<file path="src/mmu_defs.svh">
// Sv39 widths, TLB size, PTE permission bit positions and fault causes, included wherever they are needed
`ifndef MMU_DEFS_SVH
`define MMU_DEFS_SVH

// ------------------------------------------------------------------------
// address widths
// ------------------------------------------------------------------------
// Sv39 virtual address
`define MMU_VLEN 39
// physical address
`define MMU_PLEN 56
// physical page number, plen minus page offset
`define MMU_PPNW 44
// trap value register width
`define MMU_XLEN 64
// 4K page offset
`define MMU_PG_OFFS 12
// one level of the three-level vpn
`define MMU_VPN_LVL 9

// ------------------------------------------------------------------------
// TLB geometry
// ------------------------------------------------------------------------
`define MMU_TLB_ENTRIES 4
`define MMU_ASIDW 1

// bit positions inside the 4-bit permission word kept per entry
`define MMU_PTE_U 0
`define MMU_PTE_R 1
`define MMU_PTE_W 2
`define MMU_PTE_D 3

// page fault causes as in the privileged spec
`define MMU_CAUSE_LD_PF 6'd13
`define MMU_CAUSE_ST_PF 6'd15

`endif

</file>
<file path="src/mmu_pkg.sv">
// shared types of the data-side MMU, imported by the RTL modules and the testbench
`default_nettype none
`include "mmu_defs.svh"

package mmu_pkg;

    // ------------------------------------------------------------------------
    // address and page number types
    // ------------------------------------------------------------------------
    // virtual address as seen by the load/store unit
    typedef logic [`MMU_VLEN-1:0] vaddr_t;
    // translated physical address
    typedef logic [`MMU_PLEN-1:0] paddr_t;
    // physical page number, the part of paddr above the page offset
    typedef logic [`MMU_PPNW-1:0] ppn_t;
    // three vpn levels of 9 bits each
    typedef logic [3*`MMU_VPN_LVL-1:0] vpn_t;
    // address space id of the running context
    typedef logic [`MMU_ASIDW-1:0] asid_t;

    // ------------------------------------------------------------------------
    // permission and exception types
    // ------------------------------------------------------------------------
    // u, r, w and d bits, indexed by the MMU_PTE_* positions
    typedef logic [3:0] perm_t;
    // exception cause code
    typedef logic [5:0] cause_t;
    // exception trap value
    typedef logic [`MMU_XLEN-1:0] tval_t;

    // privilege level of the load/store access, encoded as in mstatus.mpp
    typedef enum logic [1:0] {
        PRIV_U = 2'd0,
        PRIV_S = 2'd1,
        PRIV_M = 2'd3
    } priv_lvl_e;

endpackage

`default_nettype wire

</file>
<file path="src/dtlb.sv">
// fully associative data TLB with ASID tags and 4K/2M/1G pages, looked up combinationally, filled by strobe
`timescale 1ns/1ps
`default_nettype none
`include "mmu_defs.svh"

module dtlb import mmu_pkg::*; (
    input  logic   clk_i,
    input  logic   rst_ni,
    // clears every entry, wins over an update
    input  logic   flush_i,
    // update port, writes the entry named by the round-robin pointer
    input  logic   update_valid_i,
    input  vpn_t   update_vpn_i,
    input  asid_t  update_asid_i,
    input  ppn_t   update_ppn_i,
    input  perm_t  update_perm_i,
    input  logic   update_is_2m_i,
    input  logic   update_is_1g_i,
    // lookup port, zero latency
    input  vaddr_t lu_vaddr_i,
    input  asid_t  lu_asid_i,
    output logic   lu_hit_o,
    output ppn_t   lu_ppn_o,
    output perm_t  lu_perm_o,
    output logic   lu_is_2m_o,
    output logic   lu_is_1g_o
);

    // ------------------------------------------------------------------------
    // entry storage
    // ------------------------------------------------------------------------
    // tags
    vpn_t  tag_vpn_q  [`MMU_TLB_ENTRIES];
    asid_t tag_asid_q [`MMU_TLB_ENTRIES];
    logic  [`MMU_TLB_ENTRIES-1:0] tag_2m_q;
    logic  [`MMU_TLB_ENTRIES-1:0] tag_1g_q;
    logic  [`MMU_TLB_ENTRIES-1:0] valid_q;
    // contents
    ppn_t  ppn_q  [`MMU_TLB_ENTRIES];
    perm_t perm_q [`MMU_TLB_ENTRIES];

    // replacement pointer
    logic [$clog2(`MMU_TLB_ENTRIES)-1:0] rr_q;

    vpn_t lu_vpn;
    logic [`MMU_TLB_ENTRIES-1:0] hit;

    assign lu_vpn = lu_vaddr_i[`MMU_VLEN-1:`MMU_PG_OFFS];

    // ------------------------------------------------------------------------
    // parallel tag compare
    // ------------------------------------------------------------------------
    always_comb begin : tag_compare
        for (int i = 0; i < `MMU_TLB_ENTRIES; i++) begin
            // vpn[2] always has to match
            hit[i] = valid_q[i] && (tag_asid_q[i] == lu_asid_i)
                && (tag_vpn_q[i][3*`MMU_VPN_LVL-1:2*`MMU_VPN_LVL]
                    == lu_vpn[3*`MMU_VPN_LVL-1:2*`MMU_VPN_LVL]);
            // giga pages ignore vpn[1] and vpn[0]
            if (!tag_1g_q[i]) begin
                hit[i] = hit[i] && (tag_vpn_q[i][2*`MMU_VPN_LVL-1:`MMU_VPN_LVL]
                    == lu_vpn[2*`MMU_VPN_LVL-1:`MMU_VPN_LVL]);
            end
            // mega pages ignore only vpn[0]
            if (!tag_1g_q[i] && !tag_2m_q[i]) begin
                hit[i] = hit[i] && (tag_vpn_q[i][`MMU_VPN_LVL-1:0]
                    == lu_vpn[`MMU_VPN_LVL-1:0]);
            end
        end
    end

    // one-hot mux of the hitting entry, zeros on a miss
    always_comb begin : hit_mux
        lu_ppn_o   = '0;
        lu_perm_o  = '0;
        lu_is_2m_o = 1'b0;
        lu_is_1g_o = 1'b0;
        for (int i = 0; i < `MMU_TLB_ENTRIES; i++) begin
            if (hit[i]) begin
                lu_ppn_o   = ppn_q[i];
                lu_perm_o  = perm_q[i];
                lu_is_2m_o = tag_2m_q[i];
                lu_is_1g_o = tag_1g_q[i];
            end
        end
    end

    assign lu_hit_o = |hit;

    // ------------------------------------------------------------------------
    // update, flush and replacement
    // ------------------------------------------------------------------------
    always_ff @(posedge clk_i or negedge rst_ni) begin
        if (!rst_ni) begin
            valid_q <= '0;
            rr_q    <= '0;
        end else if (flush_i) begin
            valid_q <= '0;
        end else if (update_valid_i) begin
            valid_q[rr_q] <= 1'b1;
            // wrap for any entry count, not only powers of two
            if (int'(rr_q) == `MMU_TLB_ENTRIES - 1) begin
                rr_q <= '0;
            end else begin
                rr_q <= rr_q + 1'b1;
            end
        end
    end

    // tag and payload write, only meaningful while the valid bit is set
    always_ff @(posedge clk_i) begin
        if (update_valid_i && !flush_i) begin
            tag_vpn_q[rr_q]  <= update_vpn_i;
            tag_asid_q[rr_q] <= update_asid_i;
            tag_2m_q[rr_q]   <= update_is_2m_i;
            tag_1g_q[rr_q]   <= update_is_1g_i;
            ppn_q[rr_q]      <= update_ppn_i;
            perm_q[rr_q]     <= update_perm_i;
        end
    end

    // a page is either 2M or 1G, never both
    a_update_one_size : assert property (@(posedge clk_i) disable iff (!rst_ni)
        update_valid_i |-> !(update_is_2m_i && update_is_1g_i));

    // the fill agent must never install overlapping translations
    a_hit_onehot : assert property (@(posedge clk_i) disable iff (!rst_ni)
        $onehot0(hit));

endmodule

`default_nettype wire

</file>
<file path="src/lsu_xlate.sv">
// load/store translation stage: registers the request and TLB answer, builds paddr and page faults
`timescale 1ns/1ps
`default_nettype none
`include "mmu_defs.svh"

module lsu_xlate import mmu_pkg::*; (
    input  logic      clk_i,
    input  logic      rst_ni,
    input  logic      en_ld_st_translation_i,
    // request from the load/store unit
    input  logic      lsu_req_i,
    input  vaddr_t    lsu_vaddr_i,
    input  logic      lsu_is_store_i,
    input  logic      misaligned_valid_i,
    input  cause_t    misaligned_cause_i,
    input  tval_t     misaligned_tval_i,
    input  priv_lvl_e ld_st_priv_lvl_i,
    input  logic      sum_i,
    // lookup result of the same cycle
    input  logic      tlb_hit_i,
    input  ppn_t      tlb_ppn_i,
    input  perm_t     tlb_perm_i,
    input  logic      tlb_is_2m_i,
    input  logic      tlb_is_1g_i,
    // cycle 0
    output logic      lsu_dtlb_hit_o,
    output ppn_t      lsu_dtlb_ppn_o,
    // cycle 1
    output logic      lsu_valid_o,
    output paddr_t    lsu_paddr_o,
    output logic      lsu_ex_valid_o,
    output cause_t    lsu_ex_cause_o,
    output tval_t     lsu_ex_tval_o,
    output logic      dtlb_miss_o
);

    // large pages take the low vpn levels straight from the vaddr
    function automatic ppn_t compose_ppn(input ppn_t ppn, input vaddr_t va,
                                         input logic is_2m, input logic is_1g);
        ppn_t res;
        res = ppn;
        if (is_2m) begin
            res[`MMU_VPN_LVL-1:0] = va[`MMU_PG_OFFS+`MMU_VPN_LVL-1:`MMU_PG_OFFS];
        end
        if (is_1g) begin
            res[2*`MMU_VPN_LVL-1:0] = va[`MMU_PG_OFFS+2*`MMU_VPN_LVL-1:`MMU_PG_OFFS];
        end
        return res;
    endfunction

    // control state
    logic   req_q;
    logic   mis_valid_q;
    logic   hit_q;
    // payload
    vaddr_t vaddr_q;
    logic   is_store_q;
    cause_t mis_cause_q;
    tval_t  mis_tval_q;
    ppn_t   ppn_q;
    perm_t  perm_q;
    logic   is_2m_q;
    logic   is_1g_q;

    logic   daccess_err;
    tval_t  pf_tval;

    // ------------------------------------------------------------------------
    // cycle 0
    // ------------------------------------------------------------------------
    // untranslated accesses are always ready
    assign lsu_dtlb_hit_o = en_ld_st_translation_i ? tlb_hit_i : 1'b1;
    assign lsu_dtlb_ppn_o = en_ld_st_translation_i
        ? compose_ppn(tlb_ppn_i, lsu_vaddr_i, tlb_is_2m_i, tlb_is_1g_i)
        : ppn_t'(lsu_vaddr_i[`MMU_VLEN-1:`MMU_PG_OFFS]);

    always_ff @(posedge clk_i or negedge rst_ni) begin
        if (!rst_ni) begin
            req_q       <= 1'b0;
            mis_valid_q <= 1'b0;
            hit_q       <= 1'b0;
        end else begin
            req_q       <= lsu_req_i;
            // a misaligned flag without a request is noise
            mis_valid_q <= misaligned_valid_i && lsu_req_i;
            hit_q       <= tlb_hit_i;
        end
    end

    always_ff @(posedge clk_i) begin
        vaddr_q     <= lsu_vaddr_i;
        is_store_q  <= lsu_is_store_i;
        mis_cause_q <= misaligned_cause_i;
        mis_tval_q  <= misaligned_tval_i;
        ppn_q       <= tlb_ppn_i;
        perm_q      <= tlb_perm_i;
        is_2m_q     <= tlb_is_2m_i;
        is_1g_q     <= tlb_is_1g_i;
    end

    // ------------------------------------------------------------------------
    // cycle 1
    // ------------------------------------------------------------------------
    // supervisor touching a user page without SUM, or user touching a kernel page
    assign daccess_err = ((ld_st_priv_lvl_i == PRIV_S) && !sum_i && perm_q[`MMU_PTE_U])
                      || ((ld_st_priv_lvl_i == PRIV_U) && !perm_q[`MMU_PTE_U]);

    // page faults report the sign-extended vaddr
    assign pf_tval = {{(`MMU_XLEN-`MMU_VLEN){vaddr_q[`MMU_VLEN-1]}}, vaddr_q};

    always_comb begin : result
        // pass-through unless translation is on and no misaligned fault is pending
        lsu_valid_o    = req_q;
        lsu_paddr_o    = paddr_t'(vaddr_q);
        lsu_ex_valid_o = mis_valid_q;
        lsu_ex_cause_o = mis_cause_q;
        lsu_ex_tval_o  = mis_tval_q;
        dtlb_miss_o    = 1'b0;

        if (en_ld_st_translation_i && !mis_valid_q) begin
            lsu_valid_o    = 1'b0;
            lsu_ex_valid_o = 1'b0;
            lsu_paddr_o    = {compose_ppn(ppn_q, vaddr_q, is_2m_q, is_1g_q),
                              vaddr_q[`MMU_PG_OFFS-1:0]};
            if (req_q && hit_q) begin
                lsu_valid_o = 1'b1;
                // stores also need a writable and already dirty page
                if (is_store_q) begin
                    if (daccess_err || !perm_q[`MMU_PTE_W] || !perm_q[`MMU_PTE_D]) begin
                        lsu_ex_valid_o = 1'b1;
                        lsu_ex_cause_o = `MMU_CAUSE_ST_PF;
                        lsu_ex_tval_o  = pf_tval;
                    end
                end else if (daccess_err) begin
                    lsu_ex_valid_o = 1'b1;
                    lsu_ex_cause_o = `MMU_CAUSE_LD_PF;
                    lsu_ex_tval_o  = pf_tval;
                end
            end else if (req_q) begin
                // request dropped, the requester fills the TLB and retries
                dtlb_miss_o = 1'b1;
            end
        end
    end

    // an exception always travels with a valid result
    a_ex_implies_valid : assert property (@(posedge clk_i) disable iff (!rst_ni)
        lsu_ex_valid_o |-> lsu_valid_o);

endmodule

`default_nettype wire

</file>
<file path="src/mmu.sv">
// data-side Sv39 MMU top level, connects the DTLB lookup and update port to the translation stage
`timescale 1ns/1ps
`default_nettype none

module mmu import mmu_pkg::*; (
    input  logic      clk_i,
    input  logic      rst_ni,
    input  logic      en_ld_st_translation_i,
    input  logic      flush_tlb_i,
    input  asid_t     asid_i,
    // load/store request
    input  logic      lsu_req_i,
    input  vaddr_t    lsu_vaddr_i,
    input  logic      lsu_is_store_i,
    input  logic      misaligned_valid_i,
    input  cause_t    misaligned_cause_i,
    input  tval_t     misaligned_tval_i,
    input  priv_lvl_e ld_st_priv_lvl_i,
    input  logic      sum_i,
    // TLB fill from outside
    input  logic      update_valid_i,
    input  vpn_t      update_vpn_i,
    input  asid_t     update_asid_i,
    input  ppn_t      update_ppn_i,
    input  perm_t     update_perm_i,
    input  logic      update_is_2m_i,
    input  logic      update_is_1g_i,
    // cycle 0
    output logic      lsu_dtlb_hit_o,
    output ppn_t      lsu_dtlb_ppn_o,
    // cycle 1
    output logic      lsu_valid_o,
    output paddr_t    lsu_paddr_o,
    output logic      lsu_ex_valid_o,
    output cause_t    lsu_ex_cause_o,
    output tval_t     lsu_ex_tval_o,
    output logic      dtlb_miss_o
);

    // lookup answer for the request in flight at cycle 0
    logic  tlb_hit;
    ppn_t  tlb_ppn;
    perm_t tlb_perm;
    logic  tlb_is_2m;
    logic  tlb_is_1g;

    dtlb i_dtlb (
        .clk_i          ( clk_i          ),
        .rst_ni         ( rst_ni         ),
        .flush_i        ( flush_tlb_i    ),
        .update_valid_i ( update_valid_i ),
        .update_vpn_i   ( update_vpn_i   ),
        .update_asid_i  ( update_asid_i  ),
        .update_ppn_i   ( update_ppn_i   ),
        .update_perm_i  ( update_perm_i  ),
        .update_is_2m_i ( update_is_2m_i ),
        .update_is_1g_i ( update_is_1g_i ),
        .lu_vaddr_i     ( lsu_vaddr_i    ),
        .lu_asid_i      ( asid_i         ),
        .lu_hit_o       ( tlb_hit        ),
        .lu_ppn_o       ( tlb_ppn        ),
        .lu_perm_o      ( tlb_perm       ),
        .lu_is_2m_o     ( tlb_is_2m      ),
        .lu_is_1g_o     ( tlb_is_1g      )
    );

    lsu_xlate i_lsu_xlate (
        .clk_i                  ( clk_i                  ),
        .rst_ni                 ( rst_ni                 ),
        .en_ld_st_translation_i ( en_ld_st_translation_i ),
        .lsu_req_i              ( lsu_req_i              ),
        .lsu_vaddr_i            ( lsu_vaddr_i            ),
        .lsu_is_store_i         ( lsu_is_store_i         ),
        .misaligned_valid_i     ( misaligned_valid_i     ),
        .misaligned_cause_i     ( misaligned_cause_i     ),
        .misaligned_tval_i      ( misaligned_tval_i      ),
        .ld_st_priv_lvl_i       ( ld_st_priv_lvl_i       ),
        .sum_i                  ( sum_i                  ),
        .tlb_hit_i              ( tlb_hit                ),
        .tlb_ppn_i              ( tlb_ppn                ),
        .tlb_perm_i             ( tlb_perm               ),
        .tlb_is_2m_i            ( tlb_is_2m              ),
        .tlb_is_1g_i            ( tlb_is_1g              ),
        .lsu_dtlb_hit_o         ( lsu_dtlb_hit_o         ),
        .lsu_dtlb_ppn_o         ( lsu_dtlb_ppn_o         ),
        .lsu_valid_o            ( lsu_valid_o            ),
        .lsu_paddr_o            ( lsu_paddr_o            ),
        .lsu_ex_valid_o         ( lsu_ex_valid_o         ),
        .lsu_ex_cause_o         ( lsu_ex_cause_o         ),
        .lsu_ex_tval_o          ( lsu_ex_tval_o          ),
        .dtlb_miss_o            ( dtlb_miss_o            )
    );

endmodule

`default_nettype wire

</file>
<file path="config.mk">
export PLATFORM = sky130hd
export DESIGN_NAME = mmu
export DESIGN_NICKNAME = d
export VERILOG_FILES = /design/src/mmu_pkg.sv /design/src/dtlb.sv /design/src/lsu_xlate.sv /design/src/mmu.sv
export VERILOG_INCLUDE_DIRS = /design/src
export SDC_FILE = /design/constraint.sdc
export NUM_CORES = 1
export LEC_CHECK = 0
export BUFFER_PORTS_ARGS = -buffer_cell sky130_fd_sc_hd__buf_2
export CORE_UTILIZATION = 25
export DETAILED_ROUTE_END_ITERATION = 8
export GPL_TIMING_DRIVEN = 0
export HOLD_SLACK_MARGIN = 0.15
export PLACE_DENSITY = 0.46
export SLEW_MARGIN = 20
export SYNTH_ARGS = -nofsm -noshare
export SYNTH_HDL_FRONTEND = slang
export SYNTH_SLANG_ARGS = --single-unit
</file>
<file path="constraint.sdc">
create_clock -name clk_i -period 7.4 [get_ports clk_i]
set_clock_uncertainty 0.05 [all_clocks]
set_input_delay 1.85 -clock clk_i [delete_from_list [all_inputs] [get_ports clk_i]]
set_output_delay 1.85 -clock clk_i [all_outputs]
set_load 0.03 [all_outputs]
</file>
==> results of run 1 <==
==> layer usage <==
metal  up-vias  wire (um)  share of wire [%]
li1       5671          -                  -
met1      5832      26200                 45
met2       401      27300                 46
met3        91       3850                6.6
met4        12       1310                2.2
met5         -         67               0.11
==> final timing paths <==
kind	startpoint	to	slack, ns	cells past startpoint
max in group asynchronous	rst_ni	i_dtlb.valid_q[3]$_DFFE_PN0P_	6.03	1
min reg2reg	i_dtlb.ppn_q[3][36]$_DFFE_PP_	i_lsu_xlate.ppn_q[36]$_DFF_P_	0.42	2
min	i_dtlb.ppn_q[3][36]$_DFFE_PP_	i_lsu_xlate.ppn_q[36]$_DFF_P_	0.42	2
min in group asynchronous	rst_ni	i_dtlb.rr_q[1]$_DFFE_PN0P_	1.06	1
max reg2reg	i_dtlb.tag_vpn_q[1][9]$_DFFE_PP_	i_lsu_xlate.ppn_q[43]$_DFF_P_	4.14	8
max	lsu_vaddr_i[27]	lsu_dtlb_ppn_o[43]	0.07	12
==> layout by cell type, fill, tap and decap left out, types with 21 or more instances in the layout <==
cell and count:
a21o_1 49, a221oi_1 31, and2_1 39, buf_2 391, clkbuf_1 65, clkbuf_16 57
dfxtp_1 159, edfxtp_1 308, inv_1 21, nand2_1 216, nand3_1 23, nor2_1 49
nor3_1 28, xnor2_1 67, xor2_1 45
==> timing repair <==
action	in CTS	in global routing
pin swaps	0	1
resized for setup	7	13
setup endpoints to repair	42	43
hold endpoints to repair	0	0
==> Yosys cell counts, types with 16 or more instances <==
cell type  instances  area [sq um]
a21o_1            49           368
a21oi_1           21           105
a221oi_1          31           272
and2_1            43           269
buf_2             20           100
buf_4             16           120
clkbuf_1          55           206
dfxtp_1          159          3180
edfxtp_1         308          9250
inv_1             21          78.8
mux2_2            18           203
nand2_1          216           811
nand3_1           23           115
nand4_1           20           125
nor2_1            52           195
nor3_1            30           150
o31ai_1           19           143
xnor2_1           67           587
xor2_1            45           394
==> flip-flops by register name, indices dropped and copies added, names as in the netlist, 2 cells and up <==
name                     count
i_dtlb.rr_q                  2
i_dtlb.tag_1g_q              4
i_dtlb.valid_q               4
i_lsu_xlate.mis_tval_q      64
i_dtlb.ppn_q               176
i_lsu_xlate.ppn_q           44
i_dtlb.tag_2m_q              4
i_dtlb.perm_q               12
i_dtlb.tag_vpn_q           108
i_lsu_xlate.mis_cause_q      6
i_lsu_xlate.vaddr_q         39
i_dtlb.tag_asid_q            4
i_lsu_xlate.perm_q           3
==> power by group through the flow <==
| stage | combinational [W] | sequential, W | clock [W] |
|---|---|---|---|
| floorplan | 0.000303 | 0.00313 | 0 |
| global placement | 0.000524 | 0.00316 | 0 |
| detailed placement | 0.000556 | 0.00314 | 0 |
| CTS | 0.000560 | 0.00308 | 0.00287 |
| global route | 0.000595 | 0.00309 | 0.00297 |
| finish | 0.000548 | 0.00308 | 0.00278 |
==> metrics by stage <==
step | setup slack (ns) | std cells | util, % | TNS, ns
finish | 0.0680 | 2763 | 32.7 | 0
CTS | 0.00924 | 2756 | 32.6 | 0
floorplan | 1.31 | 1335 | - | 0
detailed placement | -0.588 | 2652 | 29.9 | -7.01
global route | -0.0220 | 2756 | 32.7 | -0.0220
global placement | -0.585 | 2645 | 29.7 | -14.33
==> cell families (layout without fill, tap and decap cells) <==
kind of cell | count (synthesis) | after routing | share of synthesized area (%)
compound gates | 186 | 186 | 8.30
xor+xnor | 112 | 112 | 5.48
fa+ha+maj | 4 | 4 | 0.279
buf+inv | 119 | 600 | 3.10
flops | 476 | 476 | 70.7
mux | 28 | 28 | 1.82
other cells | 0 | 7 | 0
simple gates | 410 | 410 | 10.4
==> critical path, stage by stage <==
cell,delay (ns)
buf_2,0.10
clkbuf_1,0.40
xnor2_1,0.18
nand4_1,0.21
o31ai_1,0.53
and3_1,0.25
buf_4,0.20
clkbuf_1,0.59
a221oi_1,0.20
o31ai_1,0.51
and2_1,0.21
buf_2,0.19
==> final cells by class <==
class,count,area [sq um],share of cell area [%]
sequential,476,12700,54.9
multi-input combinational,740,4770,20.7
timing repair buffer,377,2010,8.71
clock buffer,87,1660,7.21
tap,940,1180,5.10
buffer,98,493,2.14
clock inverter,17,206,0.895
inverter,21,78.8,0.342
antenna,7,17.5,0.0759
==> results.sh, run 1 <==
export IMPL_cts_setup_buffers=0
export IMPL_leakage_nw=9.23
export IMPL_die_w_um=270
export IMPL_setup_viol=0
export IMPL_numCtsBuffers=55
export IMPL_syn_inst=1335
export IMPL_switching_share_pct=23.8
export IMPL_hold_viol_final=0
export IMPL_gr_total_overflow=0
export IMPL_cp_start_kind="input pin"
export IMPL_syn_area_per_cell_sq_um=13.4
export IMPL_arrival_ns=5.43
export IMPL_core_sq_um=70500
export IMPL_worstMarginPinSlew_ns=0.941
export IMPL_drv_slew=0
export IMPL_drtIter0Drc=732
export IMPL_setup_worst_path_end_class="primary output"
export IMPL_grt_pass1_vias=12500
export IMPL_vias=12000
export IMPL_die_area_sq_um=72700
export IMPL_use_met3_pct=3.30
export IMPL_synth_seq_cells=476
export IMPL_antenna_found_initial=17
export IMPL_pwr_share_comb_pct=8.6
export IMPL_pwr_density_cell_nw_per_um2=278
export IMPL_fin_crit_sh_pct=99.1
export IMPL_clk_pin_slew_worst_paths_ns=0.06
export IMPL_root_buffer="clkbuf_16"
export IMPL_ant_nets=0
export IMPL_peakVddDrop_mv=0.139
export IMPL_drcViolationCount=0
export IMPL_p_total_w=0.00641
export IMPL_maxCapViolCount=0
export IMPL_rows=97
export IMPL_io_pins=373
export IMPL_post_drt_via_cell_ratio=4.35
export IMPL_routedWlPerCell_um=21.2
export IMPL_ys_warnings_count=0
export IMPL_seq_area_frac_synth_pct=70.7
export IMPL_drt_pass1_iter_count=5
export IMPL_cts_sinks=476
export IMPL_die_y_um=270
export IMPL_place_area_sq_um=21100
export IMPL_h_tree_depth=2
export IMPL_intPower_w=0.00488
export IMPL_top_usage_layer="met2"
export IMPL_area_growth_pct=28.8
export IMPL_switchingPower_w=0.00152
export IMPL_required_ns=5.50
export IMPL_clockBufferDepth=3
export IMPL_syn_num_nets=1538
export IMPL_grt_usage_pct=15.9
export IMPL_numPortBuffers=370
export IMPL_dp_hpwl_um=42700
export IMPL_whs_ns=0.417
export IMPL_critPathKind="input pin to primary output"
export IMPL_grt_max_degree=42
export IMPL_drive_above_1_share_pct=30.6
export IMPL_fmax_ghz=0.136
export IMPL_synth_edff_count=308
export IMPL_worstPathMaxFanout=10
export IMPL_place_congestion=0.816
export IMPL_grt_pass1_wl_um=84600
export IMPL_p_clk_share_pct=43.4
export IMPL_final_area_sq_um=23100
export IMPL_drt_wl_total_um=58600
export IMPL_status="finished clean"
export IMPL_syn_cell_area_sq_um=17900
export IMPL_hold_path_class="flop to flop"
export IMPL_pwr_share_seq_pct=48.1
export IMPL_clk_insertion_delay_late_ns=0.61
export IMPL_fill_cells=7103
export IMPL_async_reset_ff_share_pct=1.89
export IMPL_grt_use_met1_pct=21.3
export IMPL_finalCriticalPeriod_ns=7.33
export IMPL_ys_types=56
export IMPL_maxSlewHeadroom_pct=37.2
export IMPL_synth_ff_type="edfxtp_1"
export IMPL_start_util_pct=25.4
export IMPL_cts_hold_buf=0
export IMPL_grt_util_met2_pct=25.7
export IMPL_tritoncts="done"
export IMPL_fin_nets=1972
Note: power is estimated with default switching activity, not from simulation.
==> run 2: changes to the inputs <==
==> constraint.sdc (replaced) <==
create_clock -name clk_i -period 7.4 [get_ports clk_i]
set_clock_uncertainty 0.05 [all_clocks]
set_input_delay 1.48 -clock clk_i [delete_from_list [all_inputs] [get_ports clk_i]]
set_output_delay 1.48 -clock clk_i [all_outputs]
set_load 0.03 [all_outputs]
==> results.sh, run 2 (synthesis results as in run 1) <==
export IMPL_setup_worst_path_end_class="primary output"
export IMPL_rows=97
export IMPL_peakVddDrop_mv=0.139
export IMPL_leakage_nw=9.20
export IMPL_clockBufferDepth=3
export IMPL_drtIter0Drc=710
export IMPL_die_y_um=270
export IMPL_drt_wl_total_um=58700
export IMPL_p_total_w=0.00641
export IMPL_numPortBuffers=370
export IMPL_postLayoutCoreUtil_pct=32.6
export IMPL_worstPathMaxFanout=10
export IMPL_clk_pin_slew_worst_paths_ns=0.06
export IMPL_drcViolationCount=0
export IMPL_cp_top_family="buffers and inverters"
export IMPL_hold_viol_final=0
export IMPL_worstHoldStart="i_dtlb.ppn_q[3][36]$_DFFE_PP_"
export IMPL_grt_pass1_vias=12400
export IMPL_tritoncts="done"
export IMPL_cp_start_kind="input pin"
export IMPL_cp_common_cell="buf_2"
export IMPL_rsz0062_at_grt="no"
export IMPL_routedWlPerCell_um=21.3
export IMPL_maxCapViolCount=0
export IMPL_cts_sinks=476
export IMPL_final_area_sq_um=23000
export IMPL_top_register="i_dtlb.ppn_q"
export IMPL_drv_slew=0
export IMPL_drive_above_1_share_pct=30.1
export IMPL_largest_register_ffs=176
export IMPL_crit_buf_inv=5
export IMPL_cpMaxStageDelayCell="clkbuf_1"
export IMPL_place_area_sq_um=21100
export IMPL_die_area_sq_um=72700
export IMPL_grt_max_degree=42
export IMPL_hold_path_class="flop to flop"
export IMPL_maxSlewHeadroom_pct=33.6
export IMPL_crit_chain="buf_2 > clkbuf_1 > xnor2_1 > nand4_1 > nor4_2 > a21oi_1 > nor2_1 > buf_2 > clkbuf_1 > a221oi_1 > nor3_1 > o22a_1 > buf_2"
export IMPL_final_common_cell="buf_2"
export IMPL_fin_nets=1972
export IMPL_cts_hold_buf=0
export IMPL_finalCriticalPeriod_ns=6.97
export IMPL_r2r_start="i_dtlb.tag_vpn_q[2][17]$_DFFE_PP_"
export IMPL_arrival_ns=5.44
export IMPL_place_congestion=0.816
export IMPL_io_pins=373
export IMPL_numCtsBuffers=55
export IMPL_grt_usage_pct=15.9
export IMPL_regToRegSetupSlack_ns=3.81
export IMPL_status="finished clean"
export IMPL_tns_ns=0
export IMPL_ant_nets=0
export IMPL_grt_pass1_wl_um=84500
export IMPL_area_growth_pct=28.5
export IMPL_die_w_um=270
export IMPL_vias=12000
export IMPL_fin_crit_sh_pct=94.1
export IMPL_fill_cells=7101
export IMPL_r2r_end="i_lsu_xlate.ppn_q[21]$_DFF_P_"
export IMPL_root_buffer="clkbuf_16"
export IMPL_dp_hpwl_um=42700
export IMPL_reg2regPathDepth=10
export IMPL_core_sq_um=70500
export IMPL_gr_total_overflow=0
export IMPL_setup_viol=0
export IMPL_most_common_layout_cells="buf_2, edfxtp_1, nand2_1"
export IMPL_pwr_density_cell_nw_per_um2=278
export IMPL_worstMarginPinSlew_ns=0.996
export IMPL_clk_insertion_delay_late_ns=0.61
export IMPL_critPathKind="input pin to primary output"
export IMPL_drt_pass1_iter_count=5
export IMPL_start_util_pct=25.4
export IMPL_fmax_ghz=0.144
export IMPL_antenna_found_initial=17
export IMPL_whs_endpoint="i_lsu_xlate.ppn_q[36]$_DFF_P_"
export IMPL_required_ns=5.87
export IMPL_reg_top3="i_dtlb.ppn_q x176, i_dtlb.tag_vpn_q x108, i_lsu_xlate.mis_tval_q x64"
export IMPL_h_tree_depth=2
export IMPL_hold_path_depth=2
export IMPL_critPathMaxStageDelay_ns=0.51
export IMPL_whs_ns=0.416
export IMPL_post_drt_via_cell_ratio=4.36
## run 2: repair_timing
action	in CTS	in global routing
endpoints found under the setup margin	0	6
gates resized for setup	0	1
endpoints found under the hold margin	0	0
buffers inserted	0	0
## run 2: where the power goes
part / internal (W) / switching [W]
sequential: 0.00302 / 0.0000564
clock: 0.00168 / 0.00110
combinational: 0.000178 / 0.000369
total: 0.00488 / 0.00153
## run 2: worst max path at each step
stage | startpoint | end | slack, ns | cells after the start
detailed placement | lsu_vaddr_i[29] | lsu_dtlb_ppn_o[25] | 0.15 | 13
global placement | lsu_vaddr_i[29] | lsu_dtlb_ppn_o[25] | 0.15 | 13
finish | lsu_vaddr_i[29] | lsu_dtlb_ppn_o[21] | 0.43 | 13
global route | lsu_vaddr_i[29] | lsu_dtlb_ppn_o[25] | 0.21 | 13
floorplan | lsu_vaddr_i[34] | lsu_dtlb_ppn_o[1] | 2.05 | 10
CTS | lsu_vaddr_i[29] | lsu_dtlb_ppn_o[25] | 0.16 | 13
## run 2: cell type report
cell class | instances | area [sq um] | area share (%)
diodes | 3 | 7.51 | 0.0326
plain buffers | 98 | 478 | 2.08
clock buffers | 87 | 1660 | 7.23
clock inverters | 17 | 206 | 0.897
inverters | 21 | 78.8 | 0.343
multi-input cells | 740 | 4740 | 20.6
flip-flops and latches | 476 | 12700 | 55.0
well taps | 940 | 1180 | 5.11
repair buffers | 377 | 2010 | 8.73
## run 2: tightest hold or removal path: stages, from the launching register on
cell      delay [ns]
edfxtp_1        0.32
nand2_1         0.04
o31ai_1         0.07
## run 2: metrics by stage
stage	cells	setup slack [ns]
floorplan	1335	2.05
global placement	2645	0.155
detailed placement	2652	0.152
CTS	2756	0.162
global route	2756	0.207
finish	2759	0.434
## run 2: routing by layer
metal | up-vias | GRT usage, % | wire (um)
li1 | 5662 | - | -
met1 | 5844 | 21.3 | 26300
met2 | 421 | 25.7 | 27300
met3 | 89 | 3.28 | 3770
met4 | 14 | 4.41 | 1230
met5 | - | 0 | 77
